===== src/vision_params.svh =====
`ifndef VISION_PARAMS_SVH
`define VISION_PARAMS_SVH

// frame geometry, in pixels and lines
`define FRAME_WIDTH 320
`define FRAME_HEIGHT 240

// zone bounds along a line
// left zone is columns below ZONE_LEFT_END
`define ZONE_LEFT_END 50
// right zone starts here, centre lies in between
`define ZONE_RIGHT_START 270

// frame counts as detected above a quarter of all pixels
`define ORANGE_THRESHOLD ((`FRAME_WIDTH * `FRAME_HEIGHT) / 4)

// orange colour window on rgb444 components
// strong red
`define ORANGE_R_MIN 4'd10
// moderate green, inclusive range
`define ORANGE_G_MIN 4'd3
`define ORANGE_G_MAX 4'd9
// little blue
`define ORANGE_B_MAX 4'd5

`endif


===== src/vision_pkg.sv =====
package vision_pkg;

    // rgb444 colour as delivered by the camera
    typedef struct packed {
        logic [3:0] red;
        logic [3:0] green;
        logic [3:0] blue;
    } rgb444_t;

    // one pixel word, seen as raw bytes or as colour
    // raw view has the first camera byte in the upper half
    // colour view has four unused bits above the rgb444 value
    typedef union packed {
        logic [15:0] raw;
        struct packed {
            logic [3:0] pad;
            rgb444_t    rgb;
        } color;
    } pixel_word_u;

    // pixel plus its line and frame strobes
    typedef struct packed {
        logic        valid;
        pixel_word_u word;
        logic [8:0]  column;
        logic        line_end;
        logic        frame_end;
    } pixel_t;

    // steering direction reported per line
    typedef enum logic [2:0] {
        dir_none   = 3'd0,
        dir_left   = 3'd1,
        dir_right  = 3'd2,
        dir_center = 3'd3
    } direction_t;

    // per-frame outcome
    typedef struct packed {
        logic [17:0] orange_count;
        logic        orange_detected;
    } frame_result_t;

endpackage


===== src/classification.sv =====
`timescale 1ns/10ps

`include "vision_params.svh"

module classification
    import vision_pkg::*;
(
    input  logic          clk,
    input  logic          rst_n,
    input  pixel_t        cls_pix,
    input  logic          is_orange,
    output direction_t    direction,
    output logic          line_done,
    output frame_result_t result,
    output logic          frame_done
);

    // per-line zone counters
    logic [8:0]  cnt_left;
    logic [8:0]  cnt_center;
    logic [8:0]  cnt_right;
    // per-frame orange total, saturating
    logic [16:0] total;

    logic        count_en;
    logic        in_left;
    logic        in_right;
    logic [16:0] total_inc;
    direction_t  dir_next;

    // an orange pixel that counts this cycle
    assign count_en = cls_pix.valid & is_orange;

    // zone by column
    assign in_left  = (cls_pix.column < 9'(`ZONE_LEFT_END));
    assign in_right = (cls_pix.column >= 9'(`ZONE_RIGHT_START));

    // total including the current pixel, held at all ones
    always_comb begin
        total_inc = total;
        if (count_en && (total != '1)) begin
            total_inc = total + 17'd1;
        end
    end

    // direction from the final counts of the line
    always_comb begin
        dir_next = direction;
        if (cnt_right > cnt_left) begin
            dir_next = dir_right;
        end else if ((cnt_center > cnt_left) && (cnt_center > cnt_right)) begin
            dir_next = dir_center;
        end else if (cnt_left > cnt_right) begin
            dir_next = dir_left;
        end
        // a tie leaves the last direction in place
    end

    // line path
    always_ff @(posedge clk) begin
        if (!rst_n) begin
            cnt_left   <= '0;
            cnt_center <= '0;
            cnt_right  <= '0;
            direction  <= dir_none;
            line_done  <= 1'b0;
        end else begin
            line_done <= cls_pix.line_end;
            if (cls_pix.line_end) begin
                direction  <= dir_next;
                // fresh counts for the next line
                cnt_left   <= '0;
                cnt_center <= '0;
                cnt_right  <= '0;
            end else if (count_en) begin
                if (in_left) begin
                    cnt_left <= cnt_left + 9'd1;
                end else if (in_right) begin
                    cnt_right <= cnt_right + 9'd1;
                end else begin
                    cnt_center <= cnt_center + 9'd1;
                end
            end
        end
    end

    // frame path
    always_ff @(posedge clk) begin
        if (!rst_n) begin
            total      <= '0;
            result     <= '0;
            frame_done <= 1'b0;
        end else begin
            frame_done <= cls_pix.frame_end;
            if (cls_pix.frame_end) begin
                result.orange_count    <= {1'b0, total_inc};
                // strictly above the threshold
                result.orange_detected <= ({1'b0, total_inc} > 18'(`ORANGE_THRESHOLD));
                total                  <= '0;
            end else begin
                total <= total_inc;
            end
        end
    end

endmodule


===== src/orange_classifier.sv =====
`timescale 1ns/10ps

`include "vision_params.svh"

module orange_classifier
    import vision_pkg::*;
(
    input  logic   clk,
    input  logic   rst_n,
    input  pixel_t cap_pix,
    output pixel_t cls_pix,
    output logic   is_orange
);

    rgb444_t colour;
    logic    hit;
    pixel_t  pix_q;

    // colour view of the incoming word
    assign colour = cap_pix.word.color.rgb;

    // window test, only meaningful on a valid pixel
    assign hit = cap_pix.valid
               && (colour.red >= `ORANGE_R_MIN)
               && (colour.green >= `ORANGE_G_MIN)
               && (colour.green <= `ORANGE_G_MAX)
               && (colour.blue <= `ORANGE_B_MAX);

    // verdict and pixel copy move together, one stage
    always_ff @(posedge clk) begin
        pix_q <= cap_pix;
        if (!rst_n) begin
            pix_q.valid     <= 1'b0;
            pix_q.line_end  <= 1'b0;
            pix_q.frame_end <= 1'b0;
            is_orange       <= 1'b0;
        end else begin
            is_orange <= hit;
        end
    end

    assign cls_pix = pix_q;

endmodule


===== src/pixel_capture.sv =====
`timescale 1ns/10ps

`include "vision_params.svh"

module pixel_capture
    import vision_pkg::*;
(
    input  logic   clk,
    input  logic   rst_n,
    input  logic [7:0] cam_data,
    input  logic   href,
    input  logic   vsync,
    output pixel_t cap_pix
);

    // byte phase, high when the next byte completes a pixel
    logic       phase_q;
    // first byte of the pair, held until the second arrives
    logic [7:0] first_q;
    // column of the pixel being assembled
    logic [8:0] col_q;
    // previous sync levels for edge detection
    logic       href_q;
    logic       vsync_q;
    // registered pixel output
    pixel_t     cap_q;

    logic href_fall;
    logic vsync_rise;
    logic in_width;

    assign href_fall  = href_q & ~href;
    assign vsync_rise = vsync & ~vsync_q;
    // column stops at the width, so anything past it stays out
    assign in_width   = (col_q < 9'(`FRAME_WIDTH));

    always_ff @(posedge clk) begin
        // payload path
        if (href && !phase_q) begin
            first_q <= cam_data;
        end
        // joined word goes out through the raw view
        cap_q.word.raw <= {first_q, cam_data};
        cap_q.column   <= col_q;

        if (!rst_n) begin
            phase_q         <= 1'b0;
            col_q           <= '0;
            href_q          <= 1'b0;
            vsync_q         <= 1'b0;
            cap_q.valid     <= 1'b0;
            cap_q.line_end  <= 1'b0;
            cap_q.frame_end <= 1'b0;
        end else begin
            href_q  <= href;
            vsync_q <= vsync;

            // strobes, one cycle after the event
            cap_q.valid     <= href && phase_q && in_width;
            cap_q.line_end  <= href_fall;
            cap_q.frame_end <= vsync_rise;

            if (href) begin
                phase_q <= ~phase_q;
                // advance column on every completed pair within the line
                if (phase_q && in_width) begin
                    col_q <= col_q + 9'd1;
                end
            end else begin
                // blanking restarts pairing, odd trailing byte is lost
                phase_q <= 1'b0;
                col_q   <= '0;
            end
        end
    end

    assign cap_pix = cap_q;

endmodule


===== src/vision_top.sv =====
`timescale 1ns/10ps

module vision_top
    import vision_pkg::*;
(
    input  logic          clk,
    input  logic          rst_n,
    input  logic [7:0]    cam_data,
    input  logic          href,
    input  logic          vsync,
    output direction_t    direction,
    output logic          line_done,
    output frame_result_t result,
    output logic          frame_done
);

    // capture to classifier
    pixel_t cap_pix;
    // classifier to classification, with its verdict
    pixel_t cls_pix;
    logic   is_orange;

    // byte pairing, column and sync strobes
    pixel_capture u_capture (
        .clk      (clk),
        .rst_n    (rst_n),
        .cam_data (cam_data),
        .href     (href),
        .vsync    (vsync),
        .cap_pix  (cap_pix)
    );

    // colour window test
    orange_classifier u_classifier (
        .clk       (clk),
        .rst_n     (rst_n),
        .cap_pix   (cap_pix),
        .cls_pix   (cls_pix),
        .is_orange (is_orange)
    );

    // zone counts and frame totals
    classification u_classification (
        .clk        (clk),
        .rst_n      (rst_n),
        .cls_pix    (cls_pix),
        .is_orange  (is_orange),
        .direction  (direction),
        .line_done  (line_done),
        .result     (result),
        .frame_done (frame_done)
    );

endmodule

===== config.mk =====
export PLATFORM = sky130hd
export DESIGN_NAME = vision_top
export DESIGN_NICKNAME = d
export VERILOG_FILES = /design/src/vision_pkg.sv /design/src/classification.sv /design/src/orange_classifier.sv /design/src/pixel_capture.sv /design/src/vision_top.sv
export VERILOG_INCLUDE_DIRS = /design/src
export SDC_FILE = /design/constraint.sdc
export NUM_CORES = 1
export LEC_CHECK = 0
export ABC_AREA = 1
export BUFFER_PORTS_ARGS = -buffer_cell sky130_fd_sc_hd__buf_4
export CORE_ASPECT_RATIO = 0.7
export CORE_MARGIN = 10
export CORE_UTILIZATION = 55
export DETAILED_ROUTE_END_ITERATION = 7
export PLACE_DENSITY = 0.73
export SYNTH_ARGS = -nofsm -noshare
export SYNTH_HDL_FRONTEND = slang
export SYNTH_HIERARCHICAL = 1
export SYNTH_SLANG_ARGS = --single-unit

===== constraint.sdc =====
create_clock -name clk -period 6.55 [get_ports clk]
set_input_delay 0.3275 -clock clk [delete_from_list [all_inputs] [get_ports clk]]
set_output_delay 0.3275 -clock clk [all_outputs]
set_load 0.05 [all_outputs]

==> impl_metrics.env <==
export IMPL_cts_root_buffer_cell="clkbuf_16"
export IMPL_n_fill_cell=738
export IMPL_grt_pass1_wl_um=18200
export IMPL_cts_max_level=4
export IMPL_reg2reg_depth=17
export IMPL_worstReg2RegStart="u_classification/total[0]"
export IMPL_routed_via_density=5.12
export IMPL_wl_um=11000
export IMPL_path_cells="ha_1 -> inv_1 -> nor2_4 -> inv_1 -> nor4_1 -> ha_1 -> nor2_4 -> o21ai_0 -> nand2_1 -> nor2_1 -> nand2_1 -> nor2_1 -> nand2_1 -> nor2_1 -> a21oi_1 -> nand2_1 -> nand2_1"
export IMPL_critPathRequiredTime_ps=6860
export IMPL_grt_max_degree=20
export IMPL_port_buffers=32
export IMPL_slew_violations=0
export IMPL_diodes=0
export IMPL_worstHoldStart="cam_data[7]"
export IMPL_final_common_cell="nand2_1"
export IMPL_placed_cells=803
export IMPL_wl_per_cell_um=13.2
export IMPL_rsz0062_at_grt="no"
export IMPL_clock_sinks=114
export IMPL_period_needed_ps=2820
export IMPL_finalSetupViolations=0
export IMPL_initial_utilization_pct=56.2
export IMPL_slew_headroom_pct=45.4
export IMPL_die_y_um=100
export IMPL_drc=0
export IMPL_ant_nets=0
export IMPL_avgSynthCellArea_um2=7.77
export IMPL_maxCapViolations=0
export IMPL_post_cts_resized=0
export IMPL_grt_use_total_pct=16.7
export IMPL_pin_count=36
export IMPL_dp_hpwl_um=7990
export IMPL_p_leak_nw=2.64
export IMPL_gp_congestion=0.901
export IMPL_tns_ps=0
export IMPL_critPathMaxFanout=12
export IMPL_antenna_found_initial=0
export IMPL_endpoint_kind="flop"
export IMPL_post_cts_setup_buffer_count=0
export IMPL_cts_tree="built"
export IMPL_r2r_end="u_classification/result[0]"
export IMPL_crit_slowest_cell="dfxtp_1"
export IMPL_drive_gt1_share_pct=12.6
export IMPL_clk_pin_slew_ps=60
export IMPL_die_x_um=135
export IMPL_fmax_ghz=0.355
export IMPL_grt_pass1_vias=3965
export IMPL_vias=4283
export IMPL_final_cell_mix="nand2_1, dfxtp_1, inv_1"
export IMPL_post_route_period_util_pct=43.0
export IMPL_hold_viol=0
export IMPL_nNetsFinal=744
export IMPL_gr_total_overflow=0
export IMPL_hold_class="input pin to flop"
export IMPL_drt_iter0_drc=289
export IMPL_cts_buffers=17
export IMPL_ctsLongestPathBuffers=2
export IMPL_final_cells=836
export IMPL_cp_common_cell="nand2_1"
export IMPL_die_area_mm2=0.0135
export IMPL_tightest_slew_ps=819
export IMPL_std_cell_rows=29
export IMPL_dp_slack_ps=3780
export IMPL_timing_final_ws_setup_ps=3730
export IMPL_holdPathStages=1
export IMPL_fp_coreArea_mm2=0.00903
export IMPL_finClkSkew_ps=6.78
export IMPL_drt_pass1_iter_count=4
export IMPL_power_density_mw_per_mm2=277
export IMPL_critPathMaxStageDelay_ps=360
export IMPL_worstPathArrival_ps=3130
export IMPL_startpoint_type="flop"
export IMPL_syn_instance_count=653
export IMPL_ys_warn_count=6
export IMPL_finalCoreUtilization_pct=66.9
export IMPL_holdPathEnd="u_capture/cap_pix[18]"
export IMPL_r2r_slack_ps=3730
export IMPL_area_growth_pct=19.1
export IMPL_status="finished clean"
export IMPL_vdd_ir_drop_max_mv=0.276
export IMPL_clk_latency_ps=410
export IMPL_timing_worst_setup_path_type="flop to flop"
export IMPL_whs_ps=16.2
export IMPL_synth_area_mm2=0.00507
-- repair_timing --
action / 4_1_cts / 5_1_grt
endpoints found under the setup margin: 0 / 0
hold buffers: 0 / 1
hold endpoints to repair: 0 / 1
-- critical path: cells and delay by family, from the launching register on --
| family | cells | cell delay (ps) |
|---|---|---|
| buffers and inverters | 2 | 150 |
| adder cells (fa/ha/maj) | 2 | 440 |
| AO/OA/AOI/OAI | 2 | 380 |
| flip-flops | 1 | 360 |
| AND/OR/NAND/NOR | 11 | 1380 |
-- worst max path at each step --
stage,cells after the start,end,startpoint
after global placement,17,u_classification/result[0],u_classification/total[0]
final,17,u_classification/result[0],u_classification/total[0]
after floorplan,18,u_classification/result[0],u_classification/total[0]
after global routing,17,u_classification/result[0],u_classification/total[1]
after detailed placement,17,u_classification/result[0],u_classification/total[0]
after CTS,17,u_classification/result[0],u_classification/total[0]
-- power breakdown --
group          internal [mW]  switching [mW]
sequential             0.705         0.00277
combinational        0.00953          0.0226
clock                  0.600           0.334
-- state kept, by name (all words and copies together), names as in the netlist, 2 cells and up --
| signal | cells |
|---|---|
| u_classification/direction | 2 |
| u_classification/cnt_right | 9 |
| u_capture/cap_pix | 21 |
| u_classifier/cls_pix | 11 |
| u_classification/cnt_center | 9 |
| u_classification/total | 17 |
| u_capture/first_q | 3 |
| u_capture/col_q | 9 |
| u_classification/cnt_left | 9 |
| u_classification/result | 18 |
-- cell type report --
type | instances | area (um2) | area share (%)
Inverter | 88 | 330 | 5.47
Tap cell | 124 | 155 | 2.57
Clock buffer | 17 | 425 | 7.04
Timing Repair Buffer | 34 | 258 | 4.27
Clock inverter | 15 | 181 | 3.00
Sequential cell | 114 | 2310 | 38.3
Multi-Input combinational cell | 444 | 2380 | 39.4
-- per-layer routing --
layer	vias up	wire [um]	track usage (%)
li1	2207	-	-
met1	1934	5190	21.3
met2	125	4870	24.9
met3	17	762	5.64
met4	0	195	8.17
met5	-	0	0
-- per-stage QoR --
step | total power [mW] | cell area, um2
floorplan | 0.742 | 5080
global placement | 0.752 | 5430
detailed placement | 0.754 | 5430
CTS | 1.69 | 6030
global route | 1.72 | 6040
finish | 1.67 | 6040
Note: power is estimated with default switching activity, not from simulation.
